===== config.mk =====
export PLATFORM = sky130hd
export DESIGN_NAME = cache_subsystem
export DESIGN_NICKNAME = d
export VERILOG_FILES = /design/src/design/cache_pkg.sv /design/src/design/line_cache.sv /design/src/design/line_burst.sv /design/src/design/cache_subsystem.sv
export SDC_FILE = /design/constraint.sdc
export NUM_CORES = 1
export LEC_CHECK = 0
export ABC_AREA = 1
export BUFFER_PORTS_ARGS = -buffer_cell sky130_fd_sc_hd__buf_2
export CAP_MARGIN = 20
export CORE_MARGIN = 5
export CORE_UTILIZATION = 50
export CTS_CLUSTER_DIAMETER = 120
export DETAILED_ROUTE_END_ITERATION = 12
export GPL_ROUTABILITY_DRIVEN = 0
export PLACE_DENSITY = 0.71
export SLEW_MARGIN = 20
export SYNTH_ARGS = -nofsm -noshare
export SYNTH_HDL_FRONTEND = slang
export SYNTH_SLANG_ARGS = --single-unit

===== constraint.sdc =====
create_clock -name i_clock -period 7.4 [get_ports i_clock]
set_input_delay 0.37 -clock i_clock [delete_from_list [all_inputs] [get_ports i_clock]]
set_output_delay 0.37 -clock i_clock [all_outputs]
set_load 0.03 [all_outputs]

===== src/design/cache_pkg.sv =====
`default_nettype none

package cache_pkg;

	localparam int ADDR_WIDTH = 32;
	localparam int WORD_WIDTH = 32;
	localparam int WORD_BYTES = WORD_WIDTH / 8;
	localparam int BEATS_PER_LINE = 4;
	localparam int LINE_WIDTH = WORD_WIDTH * BEATS_PER_LINE;
	localparam int OFFSET_BITS = 4;
	localparam int PAGE_WIDTH = ADDR_WIDTH - OFFSET_BITS;
	localparam int WORD_SEL_WIDTH = 2;

	typedef logic [ADDR_WIDTH-1:0] addr_t;
	typedef logic [WORD_WIDTH-1:0] word_t;
	typedef logic [LINE_WIDTH-1:0] line_t;
	typedef logic [PAGE_WIDTH-1:0] page_t;
	typedef logic [WORD_SEL_WIDTH-1:0] word_sel_t;

	typedef struct packed {
		logic write;
		addr_t addr;
		word_t wdata;
	} cpu_req_t;

	// The address of a line request is always line aligned.
	typedef struct packed {
		logic write;
		addr_t addr;
		line_t wdata;
	} line_req_t;

	typedef struct packed {
		logic write;
		addr_t addr;
		word_t wdata;
	} mem_req_t;

	function automatic page_t page_of(addr_t addr);
		return addr[ADDR_WIDTH-1:OFFSET_BITS];
	endfunction

	function automatic word_sel_t word_sel_of(addr_t addr);
		return addr[OFFSET_BITS-1:OFFSET_BITS-WORD_SEL_WIDTH];
	endfunction

	function automatic addr_t line_base(page_t page);
		return {page, {OFFSET_BITS{1'b0}}};
	endfunction

	// Word 0 sits in the low bits of a line.
	function automatic word_t word_of(line_t data, word_sel_t sel);
		return data[WORD_WIDTH*sel +: WORD_WIDTH];
	endfunction

	function automatic line_t with_word(line_t data, word_sel_t sel, word_t word_in);
		line_t result;
		result = data;
		result[WORD_WIDTH*sel +: WORD_WIDTH] = word_in;
		return result;
	endfunction

endpackage

`default_nettype wire


===== src/design/line_cache.sv =====
`default_nettype none

module line_cache
	import cache_pkg::*;
(
	input wire i_clock,
	input wire i_reset,

	input wire i_request,
	input wire cpu_req_t i_cpu_req,
	output word_t o_rdata,
	output logic o_ready,

	output logic o_line_request,
	output line_req_t o_line_req,
	input wire i_line_done,
	input wire line_t i_line_rdata
);

	typedef enum logic [2:0] {
		IDLE,
		DECIDE,
		WRITE_BACK,
		FETCH,
		FILL,
		ACCESS,
		WAIT_END
	} state_t;

	state_t state;

	page_t page;
	line_t line;
	logic valid;
	logic dirty;
	logic ready;

	page_t req_page;
	word_sel_t req_sel;
	logic hit;

	// The CPU holds its request stable, so the fields are used straight from the port.
	assign req_page = page_of(i_cpu_req.addr);
	assign req_sel = word_sel_of(i_cpu_req.addr);
	assign hit = valid && (req_page == page);

	// Ready falls together with the request, not a cycle later.
	assign o_ready = ready && i_request;

	always_ff @(posedge i_clock) begin
		if (i_reset) begin
			state <= IDLE;
			valid <= 1'b0;
			dirty <= 1'b0;
			ready <= 1'b0;
			o_line_request <= 1'b0;
		end else begin
			case (state)
				IDLE: begin
					if (i_request) begin
						state <= DECIDE;
					end
				end

				DECIDE: begin
					if (hit) begin
						state <= ACCESS;
					end else if (valid && dirty) begin
						o_line_request <= 1'b1;
						state <= WRITE_BACK;
					end else begin
						state <= FETCH;
					end
				end

				WRITE_BACK: begin
					if (i_line_done) begin
						o_line_request <= 1'b0;
						dirty <= 1'b0;
						state <= FETCH;
					end
				end

				FETCH: begin
					o_line_request <= 1'b1;
					state <= FILL;
				end

				FILL: begin
					if (i_line_done) begin
						o_line_request <= 1'b0;
						valid <= 1'b1;
						state <= ACCESS;
					end
				end

				ACCESS: begin
					if (i_cpu_req.write) begin
						dirty <= 1'b1;
					end
					ready <= 1'b1;
					state <= WAIT_END;
				end

				WAIT_END: begin
					if (!i_request) begin
						ready <= 1'b0;
						state <= IDLE;
					end
				end

				default: begin
					state <= IDLE;
				end
			endcase
		end
	end

	// Line contents, tag and burst payload.
	always_ff @(posedge i_clock) begin
		case (state)
			DECIDE: begin
				o_line_req.write <= 1'b1;
				o_line_req.addr <= line_base(page);
				o_line_req.wdata <= line;
			end

			FETCH: begin
				o_line_req.write <= 1'b0;
				o_line_req.addr <= line_base(req_page);
				o_line_req.wdata <= line;
			end

			FILL: begin
				if (i_line_done) begin
					page <= req_page;
					line <= i_line_rdata;
				end
			end

			ACCESS: begin
				if (i_cpu_req.write) begin
					line <= with_word(line, req_sel, i_cpu_req.wdata);
				end else begin
					o_rdata <= word_of(line, req_sel);
				end
			end

			default: begin
			end
		endcase
	end

endmodule

`default_nettype wire


===== src/design/line_burst.sv =====
`default_nettype none

module line_burst
	import cache_pkg::*;
(
	input wire i_clock,
	input wire i_reset,

	input wire i_line_request,
	input wire line_req_t i_line_req,
	output logic o_line_done,
	output line_t o_line_rdata,

	output logic o_mem_request,
	output mem_req_t o_mem_req,
	input wire i_mem_ready,
	input wire word_t i_mem_rdata
);

	typedef enum logic [1:0] {
		IDLE,
		BEAT,
		DONE
	} state_t;

	localparam word_sel_t LAST_BEAT = word_sel_t'(BEATS_PER_LINE - 1);

	state_t state;
	word_sel_t beat;
	word_sel_t next_beat;
	logic start;
	logic beat_done;

	assign next_beat = beat + word_sel_t'(1);

	// In DONE the request is still high from the cache, and it is ignored there.
	assign start = (state == IDLE) && i_line_request;
	assign beat_done = (state == BEAT) && i_mem_ready;

	assign o_mem_request = (state == BEAT);
	assign o_line_done = (state == DONE);

	always_ff @(posedge i_clock) begin
		if (i_reset) begin
			state <= IDLE;
			beat <= '0;
		end else begin
			case (state)
				IDLE: begin
					if (i_line_request) begin
						beat <= '0;
						state <= BEAT;
					end
				end

				BEAT: begin
					if (i_mem_ready) begin
						if (beat == LAST_BEAT) begin
							state <= DONE;
						end else begin
							beat <= next_beat;
						end
					end
				end

				DONE: begin
					state <= IDLE;
				end

				default: begin
					state <= IDLE;
				end
			endcase
		end
	end

	// Beat 0 is set up on start. Each completed beat moves to the next word.
	always_ff @(posedge i_clock) begin
		if (start) begin
			o_mem_req.write <= i_line_req.write;
			o_mem_req.addr <= line_base(page_of(i_line_req.addr));
			o_mem_req.wdata <= word_of(i_line_req.wdata, '0);
		end else if (beat_done) begin
			o_mem_req.addr <= o_mem_req.addr + addr_t'(WORD_BYTES);
			o_mem_req.wdata <= word_of(i_line_req.wdata, next_beat);
		end
	end

	// Read words enter at the top, so after four beats word 0 is in the low bits.
	always_ff @(posedge i_clock) begin
		if (beat_done && !o_mem_req.write) begin
			o_line_rdata <= {i_mem_rdata, o_line_rdata[LINE_WIDTH-1:WORD_WIDTH]};
		end
	end

endmodule

`default_nettype wire


===== src/design/cache_subsystem.sv =====
`default_nettype none

module cache_subsystem
	import cache_pkg::*;
(
	input wire i_clock,
	input wire i_reset,

	input wire i_request,
	input wire cpu_req_t i_cpu_req,
	output word_t o_rdata,
	output logic o_ready,

	output logic o_mem_request,
	output mem_req_t o_mem_req,
	input wire i_mem_ready,
	input wire word_t i_mem_rdata
);

	logic line_request;
	line_req_t line_req;
	logic line_done;
	line_t line_rdata;

	line_cache cache_i (
		.i_clock(i_clock),
		.i_reset(i_reset),

		.i_request(i_request),
		.i_cpu_req(i_cpu_req),
		.o_rdata(o_rdata),
		.o_ready(o_ready),

		.o_line_request(line_request),
		.o_line_req(line_req),
		.i_line_done(line_done),
		.i_line_rdata(line_rdata)
	);

	// Whole lines go to memory as word beats.
	line_burst burst_i (
		.i_clock(i_clock),
		.i_reset(i_reset),

		.i_line_request(line_request),
		.i_line_req(line_req),
		.o_line_done(line_done),
		.o_line_rdata(line_rdata),

		.o_mem_request(o_mem_request),
		.o_mem_req(o_mem_req),
		.i_mem_ready(i_mem_ready),
		.i_mem_rdata(i_mem_rdata)
	);

endmodule

`default_nettype wire


After elaboration in Yosys (flattened, before gate mapping)
Cells that the tools add are included.
Widths: inputs -> output; s select.
- flip-flop bits (word level): 553
- latch bits: 0
- bits in writable memories: 0
- memory bits (read-only): 0
- input bits: 101
- output and inout port bits: 99
- word-level logic and storage cells: 104
- memories: 0
- add/sub/neg operators: 3
- $mul: 0
- divide/modulo/power cells: 0
- $lt $le $gt $ge: 0
- equality and inequality tests: 22
- shift operators: 4
- multiplexer cells: 30
- bitwise logic cells: 1
- reductions and logical operators: 26
- operator list (operator ; number):
    $pmux 161 s2 ; 1
    $mux 128 ; 2
    $pmux 128 s2 ; 1
    $shiftx 128x8->32 ; 2
    $bwmux 128 ; 1
    $mux 64 ; 2
    $shift 32x34->128 const A ; 1
    $shiftx 32x34->128 ; 1
    $neg 7->34 ; 1
    $add 32x3->32 const B ; 1
    $eq 28x28->1 ; 1
    $pmux 3 s7 ; 1
    $mux 3 ; 5
    $mux 2 ; 6
    $ne 2x1->1 const B ; 6
    $ne 2x2->1 const B ; 6
    $reduce_and 4->1 ; 3
    $reduce_bool 2->1 ; 6
    $eq 3x3->1 const B ; 3
    $reduce_and 3->1 ; 3
    $pmux 2 s2 ; 2
    $eq 3x2->1 const B ; 2
    $logic_and 1x1->1 ; 6
    $mux 1 ; 6
    other kinds (13) ; 17

Longest topological paths before layout
Gate-level depths: netlist of the first run.
- depth in word-level cells: 5
- gate-level depth with buffers: 14
- depth with buffers taken out: 14

Hierarchy
Synthesis of the first run repeated with hierarchy kept, for this count alone.
- cells, all modules: 1958
- area total of the unflattened synthesis: 22778.1 um^2
- by module, submodules not included (module ; instances ; cells an instance ; area an instance (um^2) ; seq. area each (um^2)):
    line_cache ; 1 ; 1174 ; 14256.2 ; 10500.1
    line_burst ; 1 ; 784 ; 8521.9 ; 5795.6

Worst setup path after synthesis of the first run
OpenSTA, ideal clock, no wires.
- kind: register to register
- start: register burst_i.state[0]
- end: register burst_i.o_line_rdata[0] (enable)
- setup time: 617 ps
- data arrival time: 6551 ps
- data required time: 6783 ps
- setup slack: 231 ps
- cell stages (with the launch flop): 8
- buffers on the path: 1
- period minus slack after synthesis: 7169 ps
- cell sequence: dfxtp_1 > inv_2 > nor2_2 > inv_2 > nor2_4 > inv_2 > clkbuf_1 > nor2_1
- longest elaborated chain between the ends: 3
- ends and longest elaborated chain (item ; RTL line ; source):
    start: declaration ; line_burst.sv:28 ; state_t state;
    start signal: assignment ; line_burst.sv:45 ; state <= IDLE;
    start signal: assignment ; line_burst.sv:52 ; state <= BEAT;
    start signal: assignment ; line_burst.sv:59 ; state <= DONE;
    $eq 2x1->1 ; - ;
    via o_mem_request ; cache_subsystem.sv:14 ; output logic o_mem_request,
    $logic_and 1x1->1 ; line_burst.sv:38 ; assign beat_done = (state == BEAT) && i_mem_ready;
    $logic_and 1x1->1 ; line_burst.sv:91 ; if (beat_done && !o_mem_req.write) begin
    end signal: assignment ; line_burst.sv:92 ; o_line_rdata <= {i_mem_rdata, o_line_rdata[LINE_WIDTH-1:WORD_WIDTH]};
    end: declaration ; line_burst.sv:12 ; output line_t o_line_rdata,
The timed path passes the listed nets, and every way through them passes these cells.
A chain may end at the register's enable or synchronous reset.

Worst setup path after layout of the first run
- start: register cache_i.state[0]
- end: register cache_i.line[73] (enable)
- longest elaborated chain between the ends: 3
- elaborated cells between the ends (all ways): 6
- those cells by class: eq/ne (4); reduce/logical (2)
- ends and longest elaborated chain (item ; RTL line ; source):
    start: declaration ; line_cache.sv:30 ; state_t state;
    start signal: assignment ; line_cache.sv:52 ; state <= IDLE;
    start signal: assignment ; line_cache.sv:61 ; state <= DECIDE;
    start signal: assignment ; line_cache.sv:67 ; state <= ACCESS;
    $eq 3x3->1 ; line_cache.sv:121 ; case (state)
    $ne 2x1->1 (no source line), or another cell as far along ; - ;
    $reduce_and 3->1 (no source line) * ; - ;
    end signal: assignment ; line_cache.sv:137 ; line <= i_line_rdata;
    end signal: assignment ; line_cache.sv:143 ; line <= with_word(line, req_sel, i_cpu_req.wdata);
    end: declaration ; line_cache.sv:33 ; line_t line;
Mark *: on every way between the ends. The rest lies on a longest branch, timed or not.

==> results.sh, run 1 <==
export IMPL_post_drt_wl_per_cell_um=19.1
export IMPL_p_leak_nw=9.86
export IMPL_grt_max_degree=99
export IMPL_timing_setup_tns_ns=0
export IMPL_grt_antenna_before_repair=3
export IMPL_end_kind="flip-flop"
export IMPL_hp_start="i_cpu_req[56]"
export IMPL_grt_setup_unrepaired="false"
export IMPL_crit_arrival_ns=4.23
export IMPL_reg2reg_slack_ns=3.44
export IMPL_rr_endpoint="cache_i.line[73]"
export IMPL_crit_reg2reg_launch="cache_i.state[0]"
export IMPL_cts_max_level=2
export IMPL_via_per_inst=5.48
export IMPL_grt_first_pass_wirelength_um=81900
export IMPL_firstDrtPassIters=5
export IMPL_postCtsSetupBuffers=0
export IMPL_grt_pass1_vias=15000
export IMPL_synth_area_leaders="edfxtp_1, o21ai_0, nand2_1, nor2_1, inv_1"
export IMPL_rows=77
export IMPL_timing_fmax_mhz=252
export IMPL_whs_ns=0.0381
export IMPL_cp_start_kind="flip-flop"
export IMPL_finalSetupViolCount=0
export IMPL_dr_total_vias=15200
export IMPL_fp_coreArea_um2=44300
export IMPL_synth_seq_cells=547
export IMPL_p_per_area_nw_per_um2=342
export IMPL_synth_most_common_cell="edfxtp_1"
export IMPL_fin_skew_ns=0.0161
export IMPL_fillCellCount=3462
export IMPL_required_ns=7.66
export IMPL_overflow=0
export IMPL_netlist_instances=1893
export IMPL_r2r_cells=7
export IMPL_hold_buffers=59
export IMPL_yosysTopAreaCellShare_pct=71.4
export IMPL_cts_tree="done"
export IMPL_cts_path_max_buffers=3
export IMPL_dieHeight_um=222
export IMPL_async_reset_ff_share_pct=0
export IMPL_io_pins=200
export IMPL_drt_iter0_markers=1282
export IMPL_synth_area_per_cell_um2=11.9
export IMPL_syn_area_um2=22500
export IMPL_worstHoldEndpoint="cache_i.page[20]"
export IMPL_min_path_cells=1
export IMPL_track_usage_pct=20.9
export IMPL_drv_slew=0
export IMPL_ys_types=47
export IMPL_die_area_um2=49300
export IMPL_tightest_slew_ns=1.06
export IMPL_setup_worst_path_class="flip-flop to flip-flop"
export IMPL_crit_path_start="cache_i.state[0]"
export IMPL_ys_flop_type="edfxtp_1"
export IMPL_final_min_clock_period_ns=3.96
export IMPL_hold_violations=0
export IMPL_hold_class="input port to flip-flop"
export IMPL_wl_um=52800
export IMPL_path_clk_slew_ns=0.06
export IMPL_synth_top_cell_by_area="edfxtp_1"
export IMPL_maxSlewHeadroom_pct=29.2
export IMPL_root_buffer="clkbuf_16"
export IMPL_drtAntennaViolNets=0
export IMPL_cts_sinks=547
export IMPL_synth_edff_count=534
export IMPL_ys_warn_count=0
export IMPL_ys_top_cells_by_count="edfxtp_1, nand2_1, o21ai_0"
export IMPL_io_buffers=195
export IMPL_worstSkewPairLatency_ns=0.60
export IMPL_drive_gt1_share_pct=15.8
export IMPL_drcViolationCount=0
export IMPL_nNetsFinal=2234
export IMPL_die_w_um=222
export IMPL_crit_fanout=68
export IMPL_max_cap_violations=0
export IMPL_peakVddDrop_mv=0.190
export IMPL_dp_hpwl_um=33000
export IMPL_yosysSeqAreaShare_pct=72.5
export IMPL_cts_buffers=54
export IMPL_start_util_pct=50.7
export IMPL_finalCritPeriodShare_pct=53.6
export IMPL_syn2layout_area_growth_pct=18.0
export IMPL_ctsResizeCount=0
export IMPL_outcome="finished clean"
where the power goes:
part | switching [W] | total [W] | internal, W
registers | 0.000270 | 0.00431 | 0.00404
clock network | 0.00113 | 0.00288 | 0.00174
logic | 0.00137 | 0.00187 | 0.000495
cells in the final DEF, fill, tap and decap left out, types with 14 or more instances in the layout:
cell type / instances
buf_4: 18
o21ai_0: 354
a21oi_1: 49
o22ai_1: 34
nand2_1: 400
inv_1: 123
clkbuf_16: 57
buf_2: 195
o21ai_1: 19
clkinv_1: 15
edfxtp_1: 534
dlygate4sd3_1: 59
nor2_1: 138
nand3_1: 14
worst max-delay path, cell delays in order, from the launching register on:
cell,delay (ns)
dfxtp_1,0.38
inv_2,0.09
nor2_2,0.15
nand2_4,0.43
inv_2,0.94
a21oi_1,0.49
a21oi_4,0.69
buf_4,0.41
flip-flops by register name (all words and copies together) (netlist names):
signal                  flops
cache_i.valid               1
cache_i.page               28
burst_i.beat                2
cache_i.o_line_request      1
burst_i.o_mem_req          63
cache_i.line              128
cache_i.state               3
cache_i.o_rdata            32
burst_i.state               2
cache_i.ready               1
cache_i.dirty               1
burst_i.o_line_rdata      128
cache_i.o_line_req        157
per-stage QoR:
step / power (W) / worst slack (ns) / utilization (%) / std cells / instance area (um2)
floorplan: 0.00564 / 0.231 / - / 1894 / 22500
global placement: 0.00613 / 3.48 / 54.2 / 2604 / 24000
detailed placement: 0.00621 / 3.38 / 54.2 / 2604 / 24000
CTS: 0.00910 / 3.35 / 59.8 / 2763 / 26500
global route: 0.00946 / 3.21 / 59.8 / 2764 / 26500
finish: 0.00905 / 3.44 / 59.8 / 2764 / 26500
per-layer routing:
| layer | GRT usage, % | wire, um | up-vias |
|---|---|---|---|
| met5 | 0 | 13 | - |
| met3 | 3.71 | 3250 | 128 |
| met4 | 8.65 | 1900 | 2 |
| li1 | - | - | 7162 |
| met2 | 35.8 | 26200 | 586 |
| met1 | 26.6 | 21400 | 7280 |
logic make-up (layout without fill, tap and decap cells):
group | after synthesis | after routing | synth area share [%]
AOI/OAI and AO/OA | 477 | 477 | 11.1
xor gates and xnor gates | 13 | 13 | 0.507
adders and majority gates | 6 | 6 | 0.334
buffers and inverters | 226 | 503 | 3.90
DFF | 547 | 547 | 72.5
muxes | 5 | 5 | 0.251
other | 1 | 3 | 0.0167
and+or+nand+nor | 618 | 618 | 11.3
layout make-up:
cell class	count	area, um2	area share [%]
Antenna cell	1	2.50	0.00944
Clock buffer	65	1460	5.49
Clock inverter	35	414	1.56
Inverter	131	493	1.86
Multi-Input combinational cell	1121	5400	20.4
Sequential cell	547	16300	61.5
Tap cell	592	741	2.79
Timing Repair Buffer	272	1700	6.42
how the worst max path moves through the flow:
| stage | endpoint | slack, ns | depth (start not counted) |
|---|---|---|---|
| after floorplan | burst_i.o_line_rdata[0] | 0.23 | 7 |
| after global placement | cache_i.line[67] | 3.48 | 7 |
| after detailed placement | cache_i.line[67] | 3.38 | 7 |
| after CTS | cache_i.line[73] | 3.35 | 7 |
| after global routing | cache_i.line[73] | 3.21 | 7 |
| final | cache_i.line[73] | 3.44 | 7 |
Power figures use the tool's default switching activity.
==> run 2: changes to the inputs <==
- PLACE_DENSITY: 0.71 -> 0.69
- clock period: 7.4 -> 3.7 ns (I/O delays scaled with it)
==> run 2 against run 1 <==
  * Combinational power is 110% higher
  * Flip-flop and latch count unchanged
  * First-iteration DRC count down 2.4%
  * Utilization is 1.1 points higher
  * Maximum frequency increased by 41%
  * Sequential power increased by 97%
  * Final cell count grew 1.6%
  * Die area stayed put
  * Critical path type unchanged
  * Critical endpoint is now cache_i.line[38]
  * Largest cell class unchanged
==> results.sh, run 2 (synthesis results as in run 1) <==
export IMPL_ctsResizeCount=0
export IMPL_post_drt_wl_per_cell_um=19.2
export IMPL_drcViolationCount=0
export IMPL_drv_slew=0
export IMPL_end_kind="flip-flop"
export IMPL_track_usage_pct=21.3
export IMPL_timing_fmax_mhz=355
export IMPL_syn2layout_area_growth_pct=20.3
export IMPL_wl_um=53800
export IMPL_final_min_clock_period_ns=2.81
export IMPL_path_clk_slew_ns=0.06
export IMPL_layout_common_cells="edfxtp_1, nand2_1, o21ai_0"
export IMPL_rows=77
export IMPL_regMostFlops="cache_i.o_line_req"
export IMPL_peakVddDrop_mv=0.669
export IMPL_cts_max_level=2
export IMPL_fp_coreArea_um2=44300
export IMPL_cp_start_kind="flip-flop"
export IMPL_grt_antenna_before_repair=1
export IMPL_cts_buffers=55
export IMPL_dieHeight_um=222
export IMPL_dp_hpwl_um=32600
export IMPL_reg_top3="cache_i.o_line_req: 157 flops, burst_i.o_line_rdata: 128 flops, cache_i.line: 128 flops"
export IMPL_p_per_area_nw_per_um2=676
export IMPL_io_buffers=195
export IMPL_tightest_slew_ns=1.16
export IMPL_p_seq_share_pct=46.5
export IMPL_die_w_um=222
export IMPL_power_w=0.0183
export IMPL_hold_violations=0
export IMPL_switchingPower_w=0.00564
export IMPL_setup_worst_path_class="flip-flop to flip-flop"
export IMPL_sw_frac_of_total_pct=30.9
export IMPL_drtAntennaViolNets=0
export IMPL_dr_total_vias=15200
export IMPL_crit_family="simple AND/OR/NAND/NOR gates"
export IMPL_cts_sinks=547
export IMPL_internal_power_w=0.0126
export IMPL_slowest_delay_ns=0.87
export IMPL_drive_gt1_share_pct=16.2
export IMPL_io_pins=200
export IMPL_die_area_um2=49300
export IMPL_critPathMostFrequentCell="inv_2"
export IMPL_slowest_stage="nand3_2"
export IMPL_outcome="finished clean"
export IMPL_timing_setup_tns_ns=0
export IMPL_crit_chain="inv_2 > nor2_2 > nand2_4 > inv_2 > buf_4 > nand3_2 > o21ai_0"
export IMPL_path_buf_inv=3
export IMPL_pwr_share_clk_pct=31.9
export IMPL_finalCritPeriodShare_pct=76.1
export IMPL_mostFrequentLayoutCell="edfxtp_1"
export IMPL_root_buffer="clkbuf_16"
export IMPL_largest_reg_flops=157
export IMPL_grt_first_pass_wirelength_um=83100
export IMPL_via_per_inst=5.40
export IMPL_finalSetupViolCount=0
export IMPL_start_util_pct=50.7
export IMPL_maxSlewHeadroom_pct=22.2
export IMPL_p_leak_nw=10.1
export IMPL_finalNonFillerCells=2808
export IMPL_fin_skew_ns=0.0201
export IMPL_required_ns=4.10
export IMPL_hold_class="input port to flip-flop"
export IMPL_cts_path_max_buffers=3
export IMPL_placed_cells=2609
export IMPL_grt_max_degree=161
export IMPL_diodes=0
export IMPL_fillCellCount=3434
export IMPL_drt_iter0_markers=1251
export IMPL_grt_pass1_vias=15000
export IMPL_nNetsFinal=2277
export IMPL_overflow=0
export IMPL_grt_setup_unrepaired="false"
export IMPL_crit_fanout=37
export IMPL_worstSkewPairLatency_ns=0.61
export IMPL_firstDrtPassIters=5
export IMPL_max_cap_violations=0
export IMPL_cts_tree="done"
export IMPL_p_comb_share_pct=21.5
export IMPL_crit_arrival_ns=3.21
==> run 2: final timing paths <==
| path | start | to | slack [ns] | cells past startpoint |
|---|---|---|---|---|
| min | i_mem_rdata[10] | burst_i.o_line_rdata[106] | 0.29 | 2 |
| min reg2reg | cache_i.o_line_req[160] | burst_i.o_mem_req[64] | 0.42 | 0 |
| max | cache_i.state[0] | cache_i.line[38] | 0.89 | 7 |
| max reg2reg | cache_i.state[0] | cache_i.line[38] | 0.89 | 7 |
==> run 2: layout make-up <==
type | count | area, um2 | share of cell area, %
Sequential cell | 547 | 16300 | 60.3
Multi-Input combinational cell | 1121 | 5400 | 20.0
Timing Repair Buffer | 314 | 2180 | 8.09
Clock buffer | 66 | 1440 | 5.33
Tap cell | 592 | 741 | 2.74
Inverter | 131 | 493 | 1.82
Clock inverter | 37 | 459 | 1.70
==> run 2: what timing repair did <==
item,4_1_cts,5_1_grt
buffers inserted,0,0
hold buffers,96,0
endpoints found under the hold margin,198,0
==> run 2: power groups by stage <==
| stage | combinational (W) | clock, W | sequential (W) |
|---|---|---|---|
| after floorplan | 0.00210 | 0 | 0.00913 |
| after global placement | 0.00376 | 0 | 0.00859 |
| after detailed placement | 0.00386 | 0 | 0.00862 |
| after CTS | 0.00397 | 0.00592 | 0.00849 |
| after global routing | 0.00433 | 0.00619 | 0.00858 |
| final | 0.00393 | 0.00583 | 0.00849 |
==> run 2: worst reg2reg max path, cell delays in order, from the launching register on <==
cell and delay (ns):
dfxtp_2 0.37, inv_2 0.08, nor2_2 0.15, nand2_4 0.06, inv_2 0.06, buf_4 0.51
nand3_2 0.88, o21ai_0 0.51
==> run 2: metal layers <==
metal | share of wire [%] | wire length [um] | GRT usage (%)
met3 | 6.3 | 3400 | 3.65
met4 | 3.0 | 1620 | 6.92
met1 | 41 | 21900 | 27.4
met2 | 50 | 26800 | 37.1
met5 | 0.024 | 13 | 0
==> run 2: per-stage QoR <==
step / cell area, um2 / hold slack, ns / util (%) / setup slack [ns]
2_1_floorplan: 22500 / 0.284 / - / -0.475
4_1_cts: 27000 / 0.245 / 61.0 / 0.891
5_1_grt: 27000 / 0.273 / 61.0 / 0.756
3_5_place_dp: 24200 / 0.363 / 54.5 / 0.889
6_report: 27000 / 0.288 / 61.0 / 0.885
3_3_place_gp: 24200 / 0.363 / 54.5 / 1.00
==> run 3: changes to the inputs <==
- ABC_AREA: 1 -> 0
- clock period: 3.7 -> 2.6 ns (I/O delays scaled with it)
==> run 3 against run 2 <==
  * Flip-flop and latch count did not move
  * Worst setup slack got worse by 0.46 ns
  * Count of clock-buffer cells in the layout fell by 4
  * Clock power rose by 31%
  * First-iteration DRC count fell by 18%
  * Register-to-register slack got worse by 0.46 ns
  * Routed wire length fell by 14%
  * Combinational power fell by 25%
  * Via count fell by 24%
  * Critical path type unchanged
==> results.sh, run 3 <==
export IMPL_hp_start="i_mem_rdata[3]"
export IMPL_die_area_um2=47200
export IMPL_utilization_pct=60.9
export IMPL_required_ns=2.87
export IMPL_yosysTopAreaCellShare_pct=74.6
export IMPL_fillCellCount=3052
export IMPL_rr_endpoint="cache_i.line[16]"
export IMPL_crit_fanout=27
export IMPL_layout_common_cells="edfxtp_1, buf_2, a22o_1"
export IMPL_worstHoldEndpoint="burst_i.o_line_rdata[99]"
export IMPL_reg2reg_slack_ns=0.42
export IMPL_hold_class="input port to flip-flop"
export IMPL_syn2layout_area_growth_pct=21.3
export IMPL_ys_warn_count=0
export IMPL_grt_max_degree=159
export IMPL_dp_slack_ns=0.434
export IMPL_crit_reg2reg_launch="cache_i.state[2]"
export IMPL_track_usage_pct=19.7
export IMPL_start_util_pct=50.2
export IMPL_finalNonFillerCells=2032
export IMPL_diodes=0
export IMPL_finalCritPeriodShare_pct=83.8
export IMPL_power_w=0.0217
export IMPL_drtAntennaViolNets=0
export IMPL_cts_tree="done"
export IMPL_syn_area_um2=21500
export IMPL_yosysSeqAreaShare_pct=75.8
export IMPL_min_path_cells=2
export IMPL_r2r_cells=5
export IMPL_synth_seq_cells=547
export IMPL_grt_first_pass_wirelength_um=71500
export IMPL_firstDrtPassIters=5
export IMPL_grt_antenna_before_repair=2
export IMPL_post_drt_wl_per_cell_um=22.9
export IMPL_dieHeight_um=217
export IMPL_nNetsFinal=1549
export IMPL_final_area_um2=26100
export IMPL_netlist_instances=1125
export IMPL_tightest_slew_ns=0.932
export IMPL_die_w_um=217
export IMPL_p_per_area_nw_per_um2=831
export IMPL_drive_gt1_share_pct=29.1
export IMPL_overflow=0
export IMPL_cp_start_kind="flip-flop"
export IMPL_path_clk_slew_ns=0.06
export IMPL_maxSlewHeadroom_pct=37.8
export IMPL_finalSetupViolCount=0
export IMPL_async_reset_ff_share_pct=0
export IMPL_mostFrequentLayoutCell="edfxtp_1"
export IMPL_end_kind="flip-flop"
export IMPL_wl_um=46500
export IMPL_placed_area_um2=23400
export IMPL_ys_flop_type="edfxtp_1"
export IMPL_outcome="finished clean"
export IMPL_synth_edff_count=534
export IMPL_crit_arrival_ns=2.45
export IMPL_drcViolationCount=0
export IMPL_drv_slew=0
export IMPL_p_leak_nw=8.89
export IMPL_setup_worst_path_class="flip-flop to flip-flop"
export IMPL_regMostFlops="cache_i.o_line_req"
export IMPL_worstSkewPairLatency_ns=0.59
export IMPL_via_per_inst=5.63
export IMPL_hold_violations=0
export IMPL_drt_iter0_markers=1022
export IMPL_largest_reg_flops=157
export IMPL_cts_buffers=54
export IMPL_cts_max_level=2
export IMPL_peakVddDrop_mv=0.498
export IMPL_reg_top3="cache_i.o_line_req: 157 flops, burst_i.o_line_rdata: 128 flops, cache_i.line: 128 flops"
export IMPL_synth_area_leaders="edfxtp_1, mux4_2, a22o_1, mux2_2, xnor2_1"
export IMPL_fin_skew_ns=0.0165
export IMPL_timing_fmax_mhz=459
export IMPL_root_buffer="clkbuf_16"
export IMPL_ys_types=48
export IMPL_grt_setup_unrepaired="false"
export IMPL_io_buffers=195
export IMPL_dp_hpwl_um=29100
export IMPL_rows=76
export IMPL_placed_cells=1835
export IMPL_max_cap_violations=0
export IMPL_final_min_clock_period_ns=2.18
export IMPL_grt_pass1_vias=11900
export IMPL_ys_top_cells_by_count="edfxtp_1, a22o_1, mux4_2"
export IMPL_synth_most_common_cell="edfxtp_1"
export IMPL_dr_total_vias=11400
export IMPL_finalWorstSetupSlack_ns=0.420
export IMPL_fp_coreArea_um2=42800
export IMPL_cts_sinks=547
export IMPL_cts_path_max_buffers=3
export IMPL_io_pins=200
export IMPL_synth_area_per_cell_um2=19.1
export IMPL_synth_top_cell_by_area="edfxtp_1"
run 3: cell count changes after synthesis, sizes merged, moves of 47 or more:
cell    change
a22o      +159
nor2      -140
inv       -123
mux4       +64
o21ai     -340
nand2     -358
clkbuf     -47
run 3: cells by family after synthesis:
logic type,synth area share (%)
buffers and inverters,1.82
and+or+nand+nor,3.41
adders and majority gates,0.349
AOI/OAI and AO/OA,7.91
other,0.0174
xor gates and xnor gates,2.36
muxes,8.31
DFF,75.8
run 3: timing repair:
item,CTS,global route
buffers inserted,0,0
gates resized for setup,0,0
endpoints found under the hold margin,227,0
hold buffers,97,0
run 3: how the worst max path moves through the flow:
stage               slack, ns                       to  cells after the start             start
CTS                      0.42         cache_i.line[31]                      5  cache_i.state[2]
global placement         0.52         cache_i.line[11]                      5  cache_i.state[2]
global route             0.31         cache_i.line[13]                      5  cache_i.state[2]
detailed placement       0.43         cache_i.line[11]                      5  cache_i.state[2]
floorplan               -1.29  cache_i.o_line_req[151]                      7  cache_i.state[0]
finish                   0.42         cache_i.line[16]                      5  cache_i.state[2]
run 3: worst max-delay path, stage by stage, from the launching register on:
cell and delay, ns:
dfxtp_1 0.55, inv_1 0.19, nor3_1 0.29, a21o_1 0.26
o21a_2 0.29, buf_12 0.26
run 3: routing by layer:
| layer | share of wire, % | global-route usage, % | up-vias |
|---|---|---|---|
| li1 | - | - | 5243 |
| met1 | 40 | 25.7 | 5789 |
| met4 | 2.2 | 5.27 | 4 |
| met2 | 52 | 34.4 | 330 |
| met3 | 5.7 | 3.80 | 77 |
| met5 | 0.045 | 0 | - |
run 3: cell type report:
type | instances | area, um2 | share of cell area (%)
well taps | 546 | 683 | 2.62
multi-input cells | 503 | 4870 | 18.7
clock buffers | 62 | 1380 | 5.30
repair buffers | 330 | 2450 | 9.39
inverters | 6 | 27.5 | 0.106
flip-flops and latches | 547 | 16300 | 62.5
clock inverters | 38 | 355 | 1.36
run 3: power by group:
group / total, W / switching (W) / internal [W] / leakage [nW]
Clock: 0.00763 / 0.00322 / 0.00441 / 0.850
Combinational: 0.00293 / 0.00187 / 0.00106 / 3.03
Sequential: 0.0111 / 0.000412 / 0.0107 / 5.01
Total: 0.0217 / 0.00550 / 0.0162 / 8.89
run 3: stage by stage:
stage / hold slack, ns / TNS (ns)
floorplan: 0.229 / -213.72
global placement: 0.308 / 0
detailed placement: 0.308 / 0
CTS: 0.203 / 0
global route: 0.210 / 0
finish: 0.236 / 0
